**config.mk**
```make
export PLATFORM = sky130hd
export DESIGN_NAME = plru_tree
export DESIGN_NICKNAME = d
export VERILOG_FILES = /design/src/logic/icache_pkg.sv /design/src/logic/plru_tree.sv
export SDC_FILE = /design/constraint.sdc
export NUM_CORES = 1
export LEC_CHECK = 0
export BUFFER_PORTS_ARGS = -buffer_cell sky130_fd_sc_hd__buf_2
export CORE_ASPECT_RATIO = 0.5
export CORE_MARGIN = 3
export CORE_UTILIZATION = 40
export CTS_BUF_LIST = sky130_fd_sc_hd__clkbuf_4
export CTS_CLUSTER_DIAMETER = 200
export DETAILED_ROUTE_END_ITERATION = 10
export PLACE_DENSITY_LB_ADDON = 0.08
export SYNTH_ARGS = -nofsm -noshare
export SYNTH_HDL_FRONTEND = slang
export SYNTH_SLANG_ARGS = --single-unit
```
**constraint.sdc**
```tcl
create_clock -name clk -period 3.55 [get_ports clk]
set_input_delay 0.71 -clock clk [delete_from_list [all_inputs] [get_ports clk]]
set_output_delay 0.71 -clock clk [all_outputs]
set_load 0.01 [all_outputs]
```
**src/logic/icache_pkg.sv**
```systemverilog
`default_nettype none

package icache_pkg;

    // fetch data and byte addresses
    typedef logic [31:0] word_t;
    typedef logic [31:0] addr_t;

    // lookup / miss sequencing in the cache core
    typedef enum logic [2:0] {
        LOOKUP,       // stage 2 compare, hits stream out
        MISS_REQ,     // line request waiting for rdy
        REFILL,       // words landing in the victim way
        REFILL_DONE,  // re-read of the refilled set
        UNC_REQ,
        UNC_WAIT,
        UNC_DONE      // uncached word on rdata
    } core_state_t;

    // bus master states
    typedef enum logic [1:0] {
        IDLE,
        BUS_READ,   // cyc/stb high, beats in flight
        BUS_LAST    // done pulse, bus released
    } wb_state_t;

    // default geometry, 4-way 16 sets x 4 words
    localparam int DEF_WAYS       = 4;
    localparam int DEF_SETS       = 16;
    localparam int DEF_LINE_WORDS = 4;

endpackage

`default_nettype wire

```
**src/logic/plru_tree.sv**
```systemverilog
`timescale 1ns/1ps
`default_nettype none

module plru_tree import icache_pkg::*; #(
    parameter int WAYS = DEF_WAYS,
    parameter int SETS = DEF_SETS
) (
    input  wire                      clk,
    input  wire                      rst_n,
    input  wire [WAYS-1:0]           touch,      // one-hot way
    input  wire                      touch_en,
    input  wire [$clog2(SETS)-1:0]   touch_set,
    input  wire [$clog2(SETS)-1:0]   query_set,
    output logic [$clog2(WAYS)-1:0]  victim
);
    localparam int WAY_W = $clog2(WAYS);

    // heap order, node 1 is the root, bit 0 means go left
    logic [WAYS-1:1]  tree_q [SETS];
    logic [WAYS-1:1]  tree_nxt;
    logic [WAY_W-1:0] touch_way;

    always_comb begin
        touch_way = '0;
        for (int w = 0; w < WAYS; w++) begin
            if (touch[w]) touch_way = WAY_W'(w);
        end
    end

    // path bits point away from the touched way
    always_comb begin
        int node;
        node     = 1;
        tree_nxt = tree_q[touch_set];
        for (int l = WAY_W - 1; l >= 0; l--) begin
            tree_nxt[node] = ~touch_way[l];
            node = 2 * node + int'(touch_way[l]);
        end
    end

    // walk from the root, msb of the way first
    always_comb begin
        int              node;
        logic [WAYS-1:1] bits;
        node   = 1;
        bits   = tree_q[query_set];
        victim = '0;
        for (int l = WAY_W - 1; l >= 0; l--) begin
            victim[l] = bits[node];
            node = 2 * node + int'(bits[node]);
        end
    end

    always_ff @(posedge clk or negedge rst_n) begin
        if (!rst_n) begin
            for (int s = 0; s < SETS; s++) begin
                tree_q[s] <= '0;
            end
        end else if (touch_en) begin
            tree_q[touch_set] <= tree_nxt;
        end
    end

    a_touch_onehot: assert property (@(posedge clk) disable iff (!rst_n)
        touch_en |-> $onehot(touch));

endmodule

`default_nettype wire

```
==> metrics, run 1 <==
multiplexer share of the synthesized area 41.0%; Crit Path Category input port to output port; routed vias/inst 5.50; DR iter-0 viols 100; Largest register FFs 48; Post-DRT Antenna Nets 0; Remaining DRCs 0; Core Rows 20; outcome complete, no violations; first-pass detailed-route iteration total 4; Worst setup SP type input port; unrepaired setup endpoints after global routing no; Yosys cell types 29; Vias 1563; clk slew on worst S/H paths 0.14 ns; EDFF count, synth 0; area grow syn2layout 7.93%; Hold Crit Start tree_q[21]; share of the synthesized area in the top cell type 46.4%; Starting Density 42.0%; Overall Global Routing Usage 16.4%; share of post-route cells with drive strength above 1 41.3%; DIE AREA 7530 µm²; grt ovf 0; relative slew slack 17.3%; Fin. Hold Viols 0; Avg Inst Size Synth 14.4 µm²; Post-CTS Setup Repair Bufs 0; TritonCTS clock tree done; initial antenna violation count 0; Fmax 0.309 GHz; hold path depth 2; Seq cells post-synth 48; xor/xnor share of the synthesized area 0%; layout net count 210; Hold EP tree_q[21]; post-DR wirelength/cell 20.2 µm; Crit path required time 2.84 ns; Final Instance Area 2790 µm²; placed cell area 2740 µm²; setup slack, reg-to-reg 1.29 ns; CTS Hold Bufs 0; num ports 17; Tcrit/Tclk final 91.3%; worst r2r path cells 5; Data arrival, critical path 2.53 ns; Worst-Skew Late Latency 0.38 ns; Main synth FF type dfrtp_1; Async S/R FF share, synth 100%; register area share after synthesis 46.4%; post-synthesis cell area 2590 µm²; # clock sinks 48; drt total wl 5.75 mm; largest family of logic cells by synthesized area multiplexers; Chip Width 120 µm; most flop-heavy register tree_q; dpl hpwl 4.12 mm; Simple-Gate Fraction of Synth Area 7.06%; most frequent cell after synthesis dfrtp_1; Fin Setup TNS 0 ns; synthesized netlist net count 195; Critical Path End Type output port; port bufs 15; adder-cell share of the synthesized area 0%; top cells by area, synth dfrtp_1, mux2_2, mux4_2; Post-Syn Instances 180; leakage power 1.24 nW; Die H 62.9 µm; Num CTS Buffers 5; clk_skew 0.0119 ns; CTS root buf clkbuf_4; Compound-Gate Fraction of Synth Area 3.34%; Pwr per Cell Area 502 nW/µm²; yosys warns 0; post-cts resize count 0; H-tree Lvls 2; worst-case clock buffer depth 2; pin count of the biggest net entering global routing 49; cell taking the most area after synthesis dfrtp_1; Hold Crit Class flip-flop to flip-flop; top post-synthesis cells by count dfrtp_1, mux2_2, nor2_1; crit path max fanout 5; gpl congestion 0.788; n_diodes 0; Final Critical Period 3.24 ns; final max-slew violation count 0; Core Region 6160 µm²; worst r2r src tree_q[37]; peak supply drop 0.000227 V; worst r2r dst tree_q[34]; slew of the pin with the lowest slew margin 1.24 ns; setup violators final 0; Max-Cap Viols 0; first-pass GRT wire length 9.29 mm; Top Registers tree_q (48); vias in the first global route 1587
cells in the final DEF (no fill, tap or decap), drive strengths merged:
cell / instances
dfrtp: 48
mux2: 43
mux4: 20
buf: 17
nor2: 12
nand2: 11
mux2i: 8
o21ai: 7
clkbuf: 5
or3: 3
nand2b: 3
or2: 2
nand3: 2
nand3b: 2
clkinvlp: 2
a21oi: 2
a221oi: 2
inv: 1
o22ai: 1
and2b: 1
a22oi: 1
nor2b: 1
nor3b: 1
clkinv: 1
metal layers:
layer | wire (µm) | part of all wire (%) | GRT usage [%] | vias to the layer above
li1 | - | - | - | 719
met1 | 2900 | 50 | 24.8 | 804
met2 | 2550 | 44 | 23.9 | 33
met3 | 246 | 4.3 | 3.71 | 7
met4 | 61 | 1.1 | 4.42 | 0
met5 | 0 | 0 | 0 | -
cell families (layout without fill, tap and decap cells):
family,after synthesis,in the layout
and+or+nand+nor,38,38
AOI/OAI and AO/OA,13,13
buffers and inverters,10,26
DFF,48,48
muxes,71,71
metrics by stage:
step                setup WS (ns)  total power, mW  std cells  utilization [%]  hold slack, ns
detailed placement          0.312             1.15        276             44.4           0.472
finish                      0.310             1.40        284             45.3           0.499
global placement            0.302             1.14        276             44.4           0.460
CTS                         0.301             1.41        284             45.3           0.505
global route                0.241             1.49        284             45.3           0.529
floorplan                   0.591             1.04        180                -           0.414
worst max-delay path by stage:
| stage | startpoint | endpoint | slack, ns | cells after the start |
|---|---|---|---|---|
| after global placement | query_set[1] | victim[0] | 0.30 | 7 |
| final | query_set[1] | victim[0] | 0.31 | 7 |
| after CTS | query_set[1] | victim[0] | 0.30 | 7 |
| after floorplan | query_set[2] | victim[0] | 0.59 | 6 |
| after global routing | query_set[1] | victim[0] | 0.24 | 7 |
| after detailed placement | query_set[1] | victim[0] | 0.31 | 7 |
cell type report:
| class | count | area, µm² |
|---|---|---|
| tap | 88 | 110 |
| clock inverter | 3 | 18.8 |
| fill | 586 | 3360 |
| clock buffer | 5 | 37.5 |
| sequential | 48 | 1200 |
| inverter | 1 | 3.75 |
| multi-input combinational | 122 | 1330 |
| timing repair buffer | 17 | 90.1 |
worst max-delay path: stages:
cell     delay [ns]
buf_2          0.16
mux4_1         0.62
mux2i_4        0.23
mux2i_1        0.13
mux4_1         0.48
inv_1          0.07
buf_2          0.12
power by group:
group | leakage (nW) | switching [mW] | total (mW) | internal, mW
clock network | 0.0249 | 0.192 | 0.267 | 0.0750
registers | 0.624 | 0.0846 | 0.756 | 0.671
logic | 0.589 | 0.151 | 0.379 | 0.227
total | 1.24 | 0.428 | 1.40 | 0.974
(Power assumes the default switching activity.)
==> run 2: changes to the inputs <==
BUFFER_PORTS_ARGS = default   (was -buffer_cell sky130_fd_sc_hd__buf_2)
DONT_BUFFER_PORTS = 1   (was default)
==> run 2 against run 1 <==
  * Global-route usage increased by 0.42 points
  * Power decreased by 3.6%
  * Register-to-register slack improved by 0.03 ns
  * Sequential share of layout area increased by 0.89 points
  * Combinational power decreased by 7.7%
  * Via count decreased by 3.3%
  * First-iteration DRC count decreased by 12%
  * Clock power decreased by 8.2%
  * Flip-flop and latch count unchanged
  * Non-clock buffer count decreased by 14
  * Routed wire length about the same
  * Highest routed layer unchanged
==> metrics, run 2 (synthesis gave the netlist of run 1 again) <==
outcome complete, no violations; Fin Setup TNS 0 ns; Final Critical Period 3.04 ns; Num CTS Buffers 5; Largest register FFs 48; n_diodes 0; slew of the pin with the lowest slew margin 1.22 ns; Crit path required time 2.84 ns; TritonCTS clock tree done; Pwr per Cell Area 494 nW/µm²; initial antenna violation count 0; dpl hpwl 4.12 mm; placed cells 260; crit path max fanout 3; Fin. Hold Viols 0; post-DR wirelength/cell 21.4 µm; grt ovf 0; Remaining DRCs 0; port bufs 0; worst r2r dst tree_q[37]; first-pass GRT wire length 9.41 mm; share of post-route cells with drive strength above 1 35.4%; CTS root buf clkbuf_4; most flop-heavy register tree_q; Vias 1511; Tcrit/Tclk final 85.7%; num ports 17; Worst setup SP type flip-flop; Seq. cell area 1200 µm²; Hold Crit Class input port to asynchronous set/reset pin; setup violators final 0; routed vias/inst 5.62; Worst-Skew Late Latency 0.37 ns; Critical Path End Type output port; setup slack, reg-to-reg 1.32 ns; commonest non-fill, non-tap cell in the layout dfrtp_1; Chip Width 120 µm; Layout Utilization 44.4%; Post-DRT Antenna Nets 0; final worst slack 0.506 ns; Starting Density 42.0%; worst-case clock buffer depth 2; unrepaired setup endpoints after global routing no; H-tree Lvls 2; area occupied by multi-input gates 1330 µm²; DR iter-0 viols 88; Die H 62.9 µm; # clock sinks 48; drt total wl 5.75 mm; peak supply drop 0.000202 V; final max-slew violation count 0; relative slew slack 18.8%; DIE AREA 7530 µm²; clk slew on worst S/H paths 0.13 ns; worst r2r path cells 5; Overall Global Routing Usage 16.9%; first-pass detailed-route iteration total 4; Tot Pwr 1.35 mW; vias in the first global route 1572; Cell Count, Final, Fillers Out 269; clk_skew 0.0138 ns; Max-Cap Viols 0; most frequent cells in the layout dfrtp_1, mux2_2, nor2_1; pin count of the biggest net entering global routing 39; Core Rows 20; Fmax 0.329 GHz; area grow syn2layout 5.76%; gpl congestion 0.764; Core Region 6160 µm²; Fillers 577; Data arrival, critical path 2.33 ns; Top Registers tree_q (48); worst r2r src tree_q[31]; pre-CTS setup slack 0.504 ns; Crit Path Category flip-flop to output port; Post-CTS Setup Repair Bufs 0; layout net count 196; leakage power 1.19 nW
-- run 2: power breakdown --
part | switching, mW | total [mW] | leakage (nW) | internal [mW]
Combinational | 0.128 | 0.350 | 0.541 | 0.222
Sequential | 0.0849 | 0.757 | 0.624 | 0.672
Clock | 0.175 | 0.245 | 0.0261 | 0.0697
-- run 2: cell type report --
class	instances	share of cell area, %
Sequential cell	48	43.9
Multi-Input combinational cell	122	48.6
Clock buffer	5	1.37
Tap cell	88	4.03
Inverter	1	0.137
Clock inverter	2	0.274
Timing Repair Buffer	3	1.65
-- run 2: worst max path at each step --
stage | cells past startpoint | slack [ns] | start | end
floorplan | 6 | 0.59 | query_set[2] | victim[0]
global placement | 5 | 0.54 | query_set[2] | victim[0]
detailed placement | 5 | 0.50 | query_set[2] | victim[0]
CTS | 5 | 0.46 | tree_q[30] | victim[0]
global route | 5 | 0.37 | tree_q[30] | victim[0]
finish | 5 | 0.51 | tree_q[30] | victim[0]
-- run 2: repair_timing --
item                                    4_1_cts  5_1_grt
endpoints found under the setup margin        0        0
hold buffers                                  1        1
gates resized for setup                       0        0
endpoints found under the hold margin        11       37
-- run 2: worst max-delay path, stage by stage (launching register included) --
cell and delay [ns]:
dfrtp_1 0.40, mux4_1 0.49, mux2_2 0.32, mux2i_1 0.14, mux4_1 0.51, inv_1 0.12
-- run 2: routing by layer --
layer	GRT usage [%]	vias to the layer above	wire (µm)
met5	0	-	0
met4	3.00	0	36
met3	5.15	4	163
met2	25.1	11	2620
met1	24.6	801	2930
li1	-	695	-
-- run 2: per-stage QoR --
stage	hold WS [ns]	cell area [µm²]
after floorplan	0.414	2590
after CTS	0.000312	2710
final	0.150	2740
after global routing	0.127	2740
after global placement	0.416	2650
after detailed placement	0.415	2650
