===== config.mk =====
export PLATFORM = sky130hd
export DESIGN_NAME = wb_refill_master_flat
export DESIGN_NICKNAME = d
export VERILOG_FILES = /design/src/logic/icache_pkg.sv /design/src/logic/refill_if.sv /design/src/logic/wb_refill_master.sv /design/src/flat_wrapper.sv
export SDC_FILE = /design/constraint.sdc
export NUM_CORES = 1
export LEC_CHECK = 0
export ABC_CLOCK_PERIOD_IN_PS = 6400
export BUFFER_PORTS_ARGS = -buffer_cell sky130_fd_sc_hd__buf_2
export CORE_ASPECT_RATIO = 1.4
export CORE_MARGIN = 5
export CORE_UTILIZATION = 40
export DETAILED_ROUTE_END_ITERATION = 7
export PLACE_DENSITY = 0.75
export RECOVER_POWER = 50
export SLEW_MARGIN = 5
export SYNTH_ARGS = -nofsm -noshare
export SYNTH_HDL_FRONTEND = slang
export SYNTH_SLANG_ARGS = --single-unit
export TNS_END_PERCENT = 10

===== constraint.sdc =====
create_clock -name clk -period 6.4 [get_ports clk]
set_clock_uncertainty 0.2 [all_clocks]
set_input_delay 1.28 -clock clk [delete_from_list [all_inputs] [get_ports clk]]
set_output_delay 1.28 -clock clk [all_outputs]
set_load 0.02 [all_outputs]

===== src/logic/icache_pkg.sv =====
`default_nettype none

package icache_pkg;

    // fetch data and byte addresses
    typedef logic [31:0] word_t;
    typedef logic [31:0] addr_t;

    // lookup / miss sequencing in the cache core
    typedef enum logic [2:0] {
        LOOKUP,       // stage 2 compare, hits stream out
        MISS_REQ,     // line request waiting for rdy
        REFILL,       // words landing in the victim way
        REFILL_DONE,  // re-read of the refilled set
        UNC_REQ,
        UNC_WAIT,
        UNC_DONE      // uncached word on rdata
    } core_state_t;

    // bus master states
    typedef enum logic [1:0] {
        IDLE,
        BUS_READ,   // cyc/stb high, beats in flight
        BUS_LAST    // done pulse, bus released
    } wb_state_t;

    // default geometry, 4-way 16 sets x 4 words
    localparam int DEF_WAYS       = 4;
    localparam int DEF_SETS       = 16;
    localparam int DEF_LINE_WORDS = 4;

endpackage

`default_nettype wire


===== src/logic/refill_if.sv =====
`timescale 1ns/1ps
`default_nettype none

// cache core <-> bus master, one outstanding request at a time
interface refill_if import icache_pkg::*; #(
    parameter int LINE_WORDS = DEF_LINE_WORDS
) (
    input wire clk
);
    localparam int IDX_W = (LINE_WORDS > 1) ? $clog2(LINE_WORDS) : 1;

    logic             req;         // held until rdy
    logic             uncached;    // single word, no allocate
    addr_t            addr;
    logic             rdy;
    logic             word_valid;
    word_t            word;
    logic [IDX_W-1:0] word_idx;    // position in the line
    logic             done;        // after the last word

    modport core (output req, uncached, addr, input rdy, word_valid, word, word_idx, done);
    modport bus  (input req, uncached, addr, output rdy, word_valid, word, word_idx, done);

    // request must not move while it waits for the master
    a_addr_stable: assert property (@(posedge clk)
        (req && !rdy) |=> (req && $stable(addr)));

endinterface

`default_nettype wire


===== src/logic/wb_refill_master.sv =====
`timescale 1ns/1ps
`default_nettype none

// wishbone classic reads, whole line or a single word
module wb_refill_master import icache_pkg::*; #(
    parameter int LINE_WORDS = DEF_LINE_WORDS
) (
    input  wire         clk,
    input  wire         rst_n,
    refill_if.bus       rf,
    output logic        wb_cyc,
    output logic        wb_stb,
    output logic        wb_we,
    output addr_t       wb_adr,
    input  wire word_t  wb_dat_i,
    input  wire         wb_ack
);
    localparam int IDX_W = (LINE_WORDS > 1) ? $clog2(LINE_WORDS) : 1;

    wb_state_t        state;
    logic [IDX_W-1:0] beat_q;   // beat in flight
    logic [IDX_W-1:0] last_q;   // index of the final beat
    logic             beat_ack;
    logic             start;

    assign start    = (state == IDLE) && rf.req;
    assign beat_ack = wb_stb && wb_ack;
    assign wb_we    = 1'b0;  // read-only

    assign rf.rdy        = (state == IDLE);
    assign rf.word_valid = beat_ack;
    assign rf.word       = wb_dat_i;
    assign rf.word_idx   = beat_q;
    assign rf.done       = (state == BUS_LAST);

    always_ff @(posedge clk or negedge rst_n) begin
        if (!rst_n) begin
            state  <= IDLE;
            wb_cyc <= 1'b0;
            wb_stb <= 1'b0;
            beat_q <= '0;
            last_q <= '0;
        end else begin
            case (state)
                IDLE: begin
                    if (start) begin
                        state  <= BUS_READ;
                        wb_cyc <= 1'b1;
                        wb_stb <= 1'b1;
                        beat_q <= '0;
                        last_q <= rf.uncached ? '0 : IDX_W'(LINE_WORDS - 1);
                    end
                end
                BUS_READ: begin
                    if (beat_ack) begin
                        beat_q <= beat_q + 1'b1;
                        if (beat_q == last_q) begin
                            state  <= BUS_LAST;
                            wb_cyc <= 1'b0;   // released the cycle after the last ack
                            wb_stb <= 1'b0;
                        end
                    end
                end
                BUS_LAST: state <= IDLE;
                default:  state <= IDLE;
            endcase
        end
    end

    // stb stays up, address steps a word per ack
    always_ff @(posedge clk) begin
        if (start) begin
            wb_adr <= rf.addr;
        end else if (beat_ack) begin
            wb_adr <= wb_adr + 32'd4;
        end
    end

    // a beat keeps cyc, stb and its address until the ack
    a_beat_held: assert property (@(posedge clk) disable iff (!rst_n)
        (wb_stb && !wb_ack) |=> (wb_cyc && wb_stb && $stable(wb_adr)));

endmodule

`default_nettype wire


===== src/flat_wrapper.sv =====
// flat-port wrapper written by rule: the top's interface ports become plain ports
module wb_refill_master_flat import icache_pkg::*;
#(
    parameter int LINE_WORDS = DEF_LINE_WORDS
)
  (clk, rst_n, wb_cyc, wb_stb, wb_we, wb_adr, wb_dat_i, wb_ack, rf_req, rf_uncached, rf_addr, rf_rdy, rf_word_valid, rf_word, rf_word_idx, rf_done);
  refill_if #(.LINE_WORDS(LINE_WORDS)) rf_i (.clk(clk));
  input  wire clk;
  input  wire rst_n;
  output logic wb_cyc;
  output logic wb_stb;
  output logic wb_we;
  output addr_t wb_adr;
  input  wire word_t wb_dat_i;
  input  wire wb_ack;
  input wire logic [$bits(rf_i.req)-1:0] rf_req;
  input wire logic [$bits(rf_i.uncached)-1:0] rf_uncached;
  input wire logic [$bits(rf_i.addr)-1:0] rf_addr;
  output wire logic [$bits(rf_i.rdy)-1:0] rf_rdy;
  output wire logic [$bits(rf_i.word_valid)-1:0] rf_word_valid;
  output wire logic [$bits(rf_i.word)-1:0] rf_word;
  output wire logic [$bits(rf_i.word_idx)-1:0] rf_word_idx;
  output wire logic [$bits(rf_i.done)-1:0] rf_done;
  assign rf_i.req = rf_req;
  assign rf_i.uncached = rf_uncached;
  assign rf_i.addr = rf_addr;
  assign rf_rdy = rf_i.rdy;
  assign rf_word_valid = rf_i.word_valid;
  assign rf_word = rf_i.word;
  assign rf_word_idx = rf_i.word_idx;
  assign rf_done = rf_i.done;
  wb_refill_master #(.LINE_WORDS(LINE_WORDS)) u_core (.clk(clk), .rst_n(rst_n), .rf(rf_i), .wb_cyc(wb_cyc), .wb_stb(wb_stb), .wb_we(wb_we), .wb_adr(wb_adr), .wb_dat_i(wb_dat_i), .wb_ack(wb_ack));
endmodule

==> summary.md, run 1 <==
| Metric | Value |
|---|---|
| Status | finished, violations left |
| Failing checks | max-capacitance violations, max-slew violations |
| Area of the multi-input gates | about 930 um^2 |
| Syn Nets | 323 |
| Worst slew pin tran | ~1.7 ns |
| Grt ovf | 0 |
| Crit path from | rf_req |
| R2r endpoint | u_core.wb_adr[21]$_DFFE_PP_ |
| Worst rel slew slack | -16.6% |
| Clock sink count | 38 |
| First-pass iteration count of the detailed router | 4 |
| Site Rows | 33 |
| Leakage power | just over 0.0009 uW |
| DRT iter0 DRCs | 138 |
| Hold/Removal Path Class | reg2reg |
| Reg2reg start | u_core.wb_adr[8]$_DFFE_PP_ |
| Core area | around 5800 um^2 |
| Vias | 1868 |
| Async set-reset flop share out of synthesis | 15.8% |
| Worst r2r path cells | 5 |
| Clk_lat worst skew | a little under 0.3 ns |
| Post-Syn Area per Cell | ~9.5 um^2 |
| CTS tree | yes |
| Final hold violation count | 0 |
| Most common cell in the netlist | nand2_1 |
| Depth of the CTS H-tree | 2 |
| Critical path class | in2reg |
| RSZ-0062 raised after global routing | false |
| IO Pins | between 100 and 150 |
| Die Wd | between 70 and 80 um |
| Crit path arrival time | ~3.2 ns |
| Register area | 1110 um^2 |
| Routability cong. | 0.769 |
| Cells after Synth | around 250 |
| CP Capture Type | flop |
| TritonCTS Buffers | 5 |
| Worst EP required | about 6.1 ns |
| Postcts setup bufs | 0 |
| Seq cells post-synth | 38 |
| Non-Filler Instances | 366 |
| Routed Antenna Nets | 0 |
| Worst R2R Setup Slack | 3.34 ns |
| Clock transition at path regs | around 0.07 ns |
| Die ar. | approximately 7600 um^2 |
| DR WL/cell | 14.5 um |
| Root Buffer | clkbuf_8 |
| Post-Place Cells | 358 |
| Vias in the first global route | 1854 |
| Via/cell ratio | roughly 5.1 |
| Period utilization | between 50% and 60% |
| Clock period minus worst slack | 3.50 ns |
| Synthesis Warnings | 0 |
| FMAX | 0.285 GHz |
| Final setup TNS | 0 ns |
| Fin util | roughly 45% |
| Power Density | about 200 nW/um^2 |
| Setup crit start kind | input pin |
| CTS resizes | 0 |
| WL final | 5310 um |
| Max-cap viol count | 2 |
| GRT Util Overall | between 10% and 20% |
| Synth area leader | edfxtp_1 |
| Antenna cell count | 0 |
| # DRC | 0 |
| Synth cell count leaders | nand2_1 (42), buf_4 (34), edfxtp_1 (32), xor2_1 (22), nand3_1 (17) |
| VDD IR-drop max | approximately 0.00013 V |
| Worst Hold Depth | 1 |
| Fin area | roughly 2600 um^2 |
| Syn Std Cell Area | around 2400 um^2 |
| Layout fillers | between 600 and 700 |
| Post-CTS Hold Fix Bufs | 0 |
| Number of flops mapped to enable cells by yosys | 32 |
| Hold Startpoint | u_core.state[1]$_DFFE_PN0P_ |
| Sequential-to-total area share from yosys stat | a little under half |
| Yosys top cell area share | about two fifths |
| Initial Util | 41.1% |
| Layout area overhead | 8.43% |
| Die Ht | 101 um |
| Nets@finish | around 370 |
| Final setup violation count | 0 |
| Post-synth cell types | 29 |
| Layout cells sized above 1 | between 10% and 20% |
| Slew Limit Fails | 42 |
| DP Area | approximately 2600 um^2 |
| Largest net degree at the start of global routing | 58 |
| First-pass GRT wire length | 8590 um |
| Synth top area cells | edfxtp_1 (40%), buf_4 (11%), xor2_1 (8.1%), nand2_1 (6.6%), dfrtp_1 (6.3%) |
| Hold EP | u_core.state[1]$_DFFE_PN0P_ |
| CP Max Fanout | 30 |
| Main synth FF type | edfxtp_1 |
| IO Port Bufs | 75 |
| Initial antenna violation count | 0 |
| Clock Path Buffers | 2 |
| HPWL after DPL | 3950 um |
## layer usage
layer | part of all wire [%] | global-route usage [%]
met5 | 0 | 0
met4 | 1.1 | 4.71
met3 | 8.4 | 4.47
met2 | 51 | 25.5
met1 | 39 | 16.6
## cells by family after synthesis
group | count (synthesis) | synth area share, %
other | 1 | 0.157
flip-flops | 38 | 46.5
AO/OA/AOI/OAI | 37 | 7.80
XOR/XNOR | 28 | 10.3
multiplexers | 1 | 0.419
buffers and inverters | 48 | 12.9
AND/OR/NAND/NOR | 99 | 21.5
adder cells (fa/ha/maj) | 1 | 0.523
## final cells by class
type,instances,share of cell area [%]
Sequential cell,38,42.9
Multi-Input combinational cell,167,36.0
Timing Repair Buffer,77,13.0
Clock buffer,8,3.91
Tap cell,70,3.38
Inverter,6,0.869
## per-stage QoR
| stage | hold WS [ns] | total power, uW | setup slack, ns |
|---|---|---|---|
| finish | 0.341 | 520 | 2.90 |
| global route | 0.363 | 546 | 2.74 |
| CTS | 0.339 | 530 | 3.16 |
| detailed placement | 0.330 | 344 | 3.16 |
| global placement | 0.319 | 341 | 3.18 |
| floorplan | 0.275 | 348 | 3.37 |
## placed cells by master (no fill, tap or decap)
| master | instances |
|---|---|
| nand2_1 | 42 |
| clkbuf_1 | 42 |
| buf_2 | 36 |
| edfxtp_1 | 32 |
| xor2_1 | 22 |
| nand3_1 | 18 |
| o21ai_1 | 16 |
| nor2_1 | 12 |
| o21ai_0 | 12 |
| nand4_1 | 9 |
| a21oi_1 | 8 |
| inv_1 | 6 |
| xnor2_1 | 6 |
| dfrtp_1 | 6 |
| and3_1 | 5 |
| clkbuf_8 | 5 |
| nor3_1 | 4 |
| and4_1 | 2 |
| and2_1 | 2 |
| nor3_4 | 1 |
| nand2_2 | 1 |
| nor4b_1 | 1 |
| nor4_1 | 1 |
| or3_1 | 1 |
| a31oi_1 | 1 |
| mux2i_1 | 1 |
| ha_1 | 1 |
| conb_1 | 1 |
| clkbuf_16 | 1 |
| buf_4 | 1 |
## state kept, by name, indices dropped and copies added (netlist names)
name,flops
u_core.last_q,1
u_core.rf.word_idx,2
u_core.state,2
u_core.wb_adr,32
u_core.wb_cyc,1
## critical path, cell delays in order
cell,delay [ns]
clkbuf_1,0.12
nand3_1,0.34
nand2_1,0.15
clkbuf_1,1.27
## worst max path at each step
stage,end,slack (ns),cells past startpoint
6_report,u_core.wb_adr[17]$_DFFE_PP_,2.90,4
5_1_grt,u_core.wb_adr[17]$_DFFE_PP_,2.74,4
4_1_cts,rf_word_valid,3.16,4
3_5_place_dp,rf_word_valid,3.16,4
3_3_place_gp,rf_word_valid,3.18,4
2_1_floorplan,rf_word_valid,3.37,2
## report_power, final
| part | switching, uW | leakage [uW] | internal, uW |
|---|---|---|---|
| Combinational | 27.8 | 0.000522 | 20.6 |
| Sequential | 12.3 | 0.000362 | 275 |
| Clock | 84.1 | 0.0000506 | 101 |
No activity file was read; power rests on OpenSTA's default activity.
==> inputs of run 2 (changes only) <==
Settings changed: ABC_CLOCK_PERIOD_IN_PS 6400 to 3500.
Clock period 6.4 ns to 3.5 ns, I/O delays scaled along.
==> summary.md, run 2 (synthesis results as in run 1) <==
| Metric | Value |
|---|---|
| Failing checks | max-capacitance violations, max-slew violations |
| Crit path arrival time | 2.43 ns (-0.75 ns) |
| Core area | 5820 um^2 (unchanged) |
| Post-CTS Hold Fix Bufs | 0 (unchanged) |
| CP Capture Type | flop |
| TritonCTS Buffers | 5 (unchanged) |
| Depth of the CTS H-tree | 2 (unchanged) |
| CTS resizes | 0 (unchanged) |
| Clock transition at path regs | 0.07 ns (about the same) |
| # DRC | 0 (unchanged) |
| Layout fillers | 573 (-5.9%) |
| WL met3 | 429 um (-3.8%) |
| Clock sink count | 38 (unchanged) |
| DP Area | 2600 um^2 (+0.78%) |
| Die Ht | 101 um (unchanged) |
| WL final | 5400 um (+1.6%) |
| Top Layer Used | met4 |
| First-pass GRT wire length | 8690 um (+1.1%) |
| Fin area | 2650 um^2 (+2.3%) |
| Max FFs per register | 32 (unchanged) |
| Routed Antenna Nets | 0 (unchanged) |
| Largest Register | u_core.wb_adr |
| Worst rel slew slack | -14.0% (+2.6 points) |
| Power Density | 350 nW/um^2 (+74%) |
| Worst R2R Setup Slack | 0.76 ns (-2.58 ns) |
| Wl on met1 | 2140 um (+3.1%) |
| VDD IR-drop max | 0.000259 V (+95%) |
| CTS tree | yes |
| Antenna cell count | 0 (unchanged) |
| Period utilization | 78.4% |
| DR WL/cell | 14.7 um (+1.3%) |
| FMAX | around 0.36 GHz |
| Die ar. | 7650 um^2 (unchanged) |
| Max-cap viol count | 1 (-1) |
| HPWL after DPL | 4120 um (+4.5%) |
| Clk_lat worst skew | 0.29 ns (about the same) |
| Worst slew pin tran | 1.71 ns (-0.0392 ns) |
| Routed wl met2 | 2750 um (+0.51%) |
| RSZ-0062 raised after global routing | false |
| Nets@finish | 366 (+0.27%) |
| IO Pins | 141 (unchanged) |
| Postcts setup bufs | 0 (unchanged) |
| Die Wd | 75.3 um (unchanged) |
| Slew Limit Fails | 31 (-26%) |
| Worst r2r path cells | 5 (unchanged) |
| IO Port Bufs | 75 (unchanged) |
| Largest net degree at the start of global routing | 33 (-43%) |
| Layout cells sized above 1 | 19.5% (+4.3 points) |
| Commonest non-fill, non-tap cell in the layout | buf_2 |
| Final setup TNS | 0 ns (unchanged) |
| Layout area overhead | 10.9% |
| Setup crit start kind | flop |
| Clock Path Buffers | 2 (unchanged) |
| Final setup violation count | 0 (unchanged) |
| Grt ovf | 0 (unchanged) |
| GRT Util Overall | 14.8% (+0.18 points) |
| Vias | 1861 (-0.37%) |
| Leakage power | 0.000984 uW (+5.3%) |
| Worst EP required | 3.18 ns (-2.90 ns) |
| Root Buffer | clkbuf_8 |
| DRT iter0 DRCs | 100 (-28%) |
| Clock period minus worst slack | 2.74 ns |
| CP Max Fanout | 30 (unchanged) |
| Routability cong. | 0.817 (+6.2%) |
| Status | finished, violations left |
| First-pass iteration count of the detailed router | 4 (unchanged) |
| Initial antenna violation count | 0 (unchanged) |
| Site Rows | 33 (unchanged) |
| Via/cell ratio | 5.07 (-0.65%) |
| Critical path class | reg2reg |
| Most frequent cells in the layout | buf_2 (45), nand2_1 (42), clkbuf_1 (33) |
| Initial Util | 41.1% (unchanged) |
| Vias in the first global route | 1844 (-0.54%) |
| Hold/Removal Path Class | in2async |
| Final hold violation count | 0 (unchanged) |
[run 2: routing by layer]
layer  vias up  GRT usage [%]
li1        928              -
met1       867           17.5
met2        57           24.7
met3         9           4.47
met4         0           5.79
met5         -              0
[run 2: final timing paths]
kind / startpoint / to
max: u_core.state[0]$_DFFE_PN0P_ / u_core.wb_adr[25]$_DFFE_PP_
min: rst_n / u_core.last_q[0]$_DFFE_PN0P_
max reg2reg: u_core.state[0]$_DFFE_PN0P_ / u_core.wb_adr[25]$_DFFE_PP_
min reg2reg: u_core.state[1]$_DFFE_PN0P_ / u_core.state[1]$_DFFE_PN0P_
max in group asynchronous: rst_n / u_core.state[0]$_DFFE_PN0P_
min in group clk: u_core.state[1]$_DFFE_PN0P_ / u_core.state[1]$_DFFE_PN0P_
[run 2: report_power, final]
part	switching, uW	internal, uW	total, uW	leakage [uW]
Combinational	52.9	38.1	91.0	0.000576
Clock	152	161	312	0.0000455
Sequential	21.6	502	524	0.000362
[run 2: critical path, cell delays in order, from the launching register on]
cell	delay (ns)
dfrtp_1	0.45
inv_1	0.13
nand3_1	0.08
buf_4	0.18
nand2_1	0.06
clkbuf_1	1.23
[run 2: per-stage QoR]
step / std cells / hold WS (ns) / total power [uW] / util, % / setup WS (ns)
3_5_place_dp: 359 / 0.313 / 628 / 44.7 / 1.00
2_1_floorplan: 253 / 0.204 / 636 / - / 1.20
5_1_grt: 367 / 0.0984 / 973 / 45.5 / 0.605
4_1_cts: 367 / 0.0171 / 942 / 46.2 / 1.23
3_3_place_gp: 359 / 0.318 / 624 / 44.7 / 1.10
6_report: 367 / 0.0829 / 927 / 45.5 / 0.756
[run 2: area by class of cell]
class / instances / area [um^2] / share of cell area [%]
Inverter: 6 / 22.5 / 0.849
Multi-Input combinational cell: 167 / 971 / 36.6
Timing Repair Buffer: 78 / 369 / 13.9
Clock buffer: 8 / 90.1 / 3.40
Sequential cell: 38 / 1110 / 41.9
Tap cell: 70 / 87.6 / 3.30
==> inputs of run 3 (changes only) <==
Settings changed: ABC_AREA from default to 1, ABC_CLOCK_PERIOD_IN_PS 3500 to 2610, PLACE_DENSITY 0.75 to 0.73.
Clock period 3.5 ns to 2.61 ns, I/O delays scaled along.
==> summary.md, run 3 <==
| Metric | Value |
|---|---|
| Period utilization | 72.6% (-5.8 points) |
| Main synth FF type | edfxtp_1 |
| First-pass GRT wire length | 10400 um (+19%) |
| P_sw | 1870 uW (+730%) |
| Crit path buf inv count | 0 (-3) |
| Area of the multi-input gates | 1220 um^2 (+26%) |
| Routed Antenna Nets | 0 (unchanged) |
| Leakage power | 0.00137 uW (+39%) |
| CP max stage delay | 0.42 ns (-0.81 ns) |
| FMAX | 0.528 GHz (+45%) |
| Largest net degree at the start of global routing | 32 (-3.0%) |
| Setup crit start kind | flop |
| Critical path class | reg2reg |
| Clock Path Buffers | 2 (unchanged) |
| Reg2reg start | u_core.wb_adr[3]$_DFFE_PP_ |
| Via/cell ratio | 4.75 (-6.4%) |
| Worst slew pin tran | 0.529 ns (-1.18 ns) |
| Clock sink count | 38 (unchanged) |
| Yosys top cell area share | 35.1% (-5.1 points) |
| Final setup violation count | 0 (unchanged) |
| Synthesis Warnings | 0 (unchanged) |
| Async set-reset flop share out of synthesis | 15.8% (unchanged) |
| Setup WS post-layout | 0.715 ns (-0.0412 ns) |
| Post-Syn Area per Cell | 7.36 um^2 (-22%) |
| Synth cell count leaders | nand2_1 (136), nor2_1 (37), nand3_1 (36), buf_4 (34), edfxtp_1 (32) |
| CTS resizes | 0 (unchanged) |
| First-pass iteration count of the detailed router | 5 (+1) |
| Clk_lat worst skew | 0.30 ns (about the same) |
| Clock transition at path regs | 0.09 ns (+0.02 ns) |
| Worst rel slew slack | 64.7% (+79 points) |
| RSZ-0062 raised after global routing | false |
| CTS tree | yes |
| Hold/Removal Path Class | in2reg |
| Vias | 2421 (+30%) |
| DRT iter0 DRCs | 162 (+62%) |
| CP Capture Type | flop |
| Core area | 6610 um^2 (+14%) |
| Initial Util | 41.4% (+0.31 points) |
| Number of flops mapped to enable cells by yosys | 32 (unchanged) |
| Status | completed |
| Syn Nets | 442 (+37%) |
| Layout fillers | 687 (+20%) |
| Hold Startpoint | rf_uncached |
| Final setup TNS | 0 ns (unchanged) |
| Max-cap viol count | 0 (-1) |
| Max stage delay cell, worst path | edfxtp_1 |
| Routability cong. | 0.906 (+11%) |
| Synth area leader | edfxtp_1 |
| Clk pwr share | 12.4% (-21 points) |
| Die ar. | 8620 um^2 (+13%) |
| Seq cells post-synth | 38 (unchanged) |
| Die Wd | 79.9 um (+6.0%) |
| Hold EP | u_core.last_q[0]$_DFFE_PN0P_ |
| CP Max Fanout | 5 (-83%) |
| Antenna cell count | 0 (unchanged) |
| Final hold violation count | 0 (unchanged) |
| WL final | 6570 um (+22%) |
| Sequential-to-total area share from yosys stat | 40.6% (-5.9 points) |
| Post-CTS Hold Fix Bufs | 1 (+1) |
| Sw Share | 48.9% (+25 points) |
| Clock period minus worst slack | 1.89 ns (-0.849 ns) |
| TritonCTS Buffers | 5 (unchanged) |
| Syn Std Cell Area | 2740 um^2 (+14%) |
| Seq pwr share | 39.5% (-17 points) |
| # DRC | 0 (unchanged) |
| Postcts setup bufs | 0 (unchanged) |
| Worst r2r path cells | 8 (+3) |
| Worst EP required | 2.46 ns (-0.72 ns) |
| Nets@finish | 487 (+33%) |
| Vias in the first global route | 2319 (+26%) |
| Worst R2R Setup Slack | 0.72 ns (-0.04 ns) |
| Max FFs per register | 32 (unchanged) |
| Commonest non-fill, non-tap cell in the layout | nand2_1 |
| GR Util met2 | 26.3% (+1.6 points) |
| Power Density | 1250 nW/um^2 (+260%) |
| DR WL/cell | 12.9 um (-12%) |
| Layout cells sized above 1 | 19.6% (+0.089 points) |
| Met1 usage | 17.2% (-0.22 points) |
| Most frequent cells in the layout | nand2_1 (136), buf_2 (47), nor2_1 (37) |
| Layout area overhead | 11.7% |
| Root Buffer | clkbuf_8 |
| Sequence of cells on the critical path | ha_1 > nand2_1 > nor2_4 > nand2_2 > nor2_2 > nand3_1 > nand3_1 > nand2_1 |
| Largest Register | u_core.wb_adr |
| HPWL after DPL | 5140 um (+25%) |
| Grt ovf | 0 (unchanged) |
| Synth top area cells | edfxtp_1 (35%), nand2_1 (19%), buf_4 (9.3%), nand3_1 (6.6%), dfrtp_1 (5.5%) |
| Die Ht | 108 um (+6.3%) |
| GRT busiest layer | met2 |
| IO Port Bufs | 75 (unchanged) |
| GR Util met3 | 3.60% (-0.87 points) |
| Tot Pwr | 3810 uW (+310%) |
| Depth of the CTS H-tree | 2 (unchanged) |
| IO Pins | 141 (unchanged) |
| Pint | 1950 uW (+180%) |
| Worst path top cell family by delay | simple AND/OR/NAND/NOR gates |
| Worst Hold Depth | 2 |
| Register area | 1110 um^2 (unchanged) |
| Gate power share | 48.2% (+38 points) |
| Cells after Synth | 372 (+47%) |
| GRT Util Overall | 15.3% (+0.48 points) |
| Most common cell in the netlist | nand2_1 |
| VDD IR-drop max | 0.000476 V (+84%) |
| R2r endpoint | u_core.wb_adr[24]$_DFFE_PP_ |
| Crit path arrival time | 1.75 ns (-0.68 ns) |
| Initial antenna violation count | 0 (unchanged) |
| Post-synth cell types | 23 (-21%) |
| Pre-CTS setup slack | 0.668 ns (-0.332 ns) |
| Slew Limit Fails | 0 (-100%) |
| Site Rows | 35 (+6.1%) |
[run 3: how the worst max path moves through the flow]
stage                                     start                           to  slack (ns)  cells past startpoint
floorplan           u_core.state[1]$_DFFE_PN0P_  u_core.wb_adr[10]$_DFFE_PP_        0.22                      4
global placement                         rf_req  u_core.wb_adr[15]$_DFFE_PP_        0.69                      7
detailed placement                       rf_req  u_core.wb_adr[15]$_DFFE_PP_        0.67                      7
CTS                  u_core.wb_adr[3]$_DFFE_PP_  u_core.wb_adr[24]$_DFFE_PP_        0.72                      8
global route        u_core.state[1]$_DFFE_PN0P_  u_core.wb_adr[15]$_DFFE_PP_        0.56                      7
finish               u_core.wb_adr[3]$_DFFE_PP_  u_core.wb_adr[24]$_DFFE_PP_        0.72                      8
[run 3: kinds of logic (layout without fill, tap and decap cells)]
logic type,Yosys count,after routing,share of synthesized area (%)
AOI/OAI and AO/OA,18,18,3.57
xor gates and xnor gates,7,7,2.24
adders and majority gates,1,1,0.457
buffers and inverters,71,117,14.7
DFF,38,38,40.6
other,1,1,0.137
and+or+nand+nor,236,236,38.3
[run 3: area by class of cell]
cell class	count	share of cell area (%)
clock buffers	6	3.07
clock inverters	2	0.491
multi-input cells	263	40.0
well taps	92	3.77
repair buffers	79	12.6
flip-flops and latches	38	36.3
inverters	30	3.68
[run 3: metrics by stage]
step | util, % | cells | hold WS (ns) | instance area [um^2]
after floorplan | - | 372 | 0.0264 | 2740
after global placement | 45.0 | 501 | 0.150 | 2970
after detailed placement | 45.0 | 501 | 0.155 | 2970
after CTS | 46.8 | 510 | 0.206 | 3090
after global routing | 46.2 | 510 | 0.229 | 3060
final | 46.2 | 510 | 0.208 | 3060
[run 3: metal layers]
layer  wire, um  vias to the layer above  share of wire [%]
met5          0                        -                  0
met4        206                        0                3.1
met3        447                       18                6.8
met2       3290                       75                 50
met1       2620                     1095                 40
li1           -                     1233                  -
[run 3: power by group through the flow]
stage	combinational [uW]	sequential, uW	clock, uW
2_1_floorplan	1070	1780	0
3_3_place_gp	1870	1500	0
3_5_place_dp	1910	1510	0
4_1_cts	1920	1500	479
5_1_grt	2060	1560	503
6_report	1840	1510	471
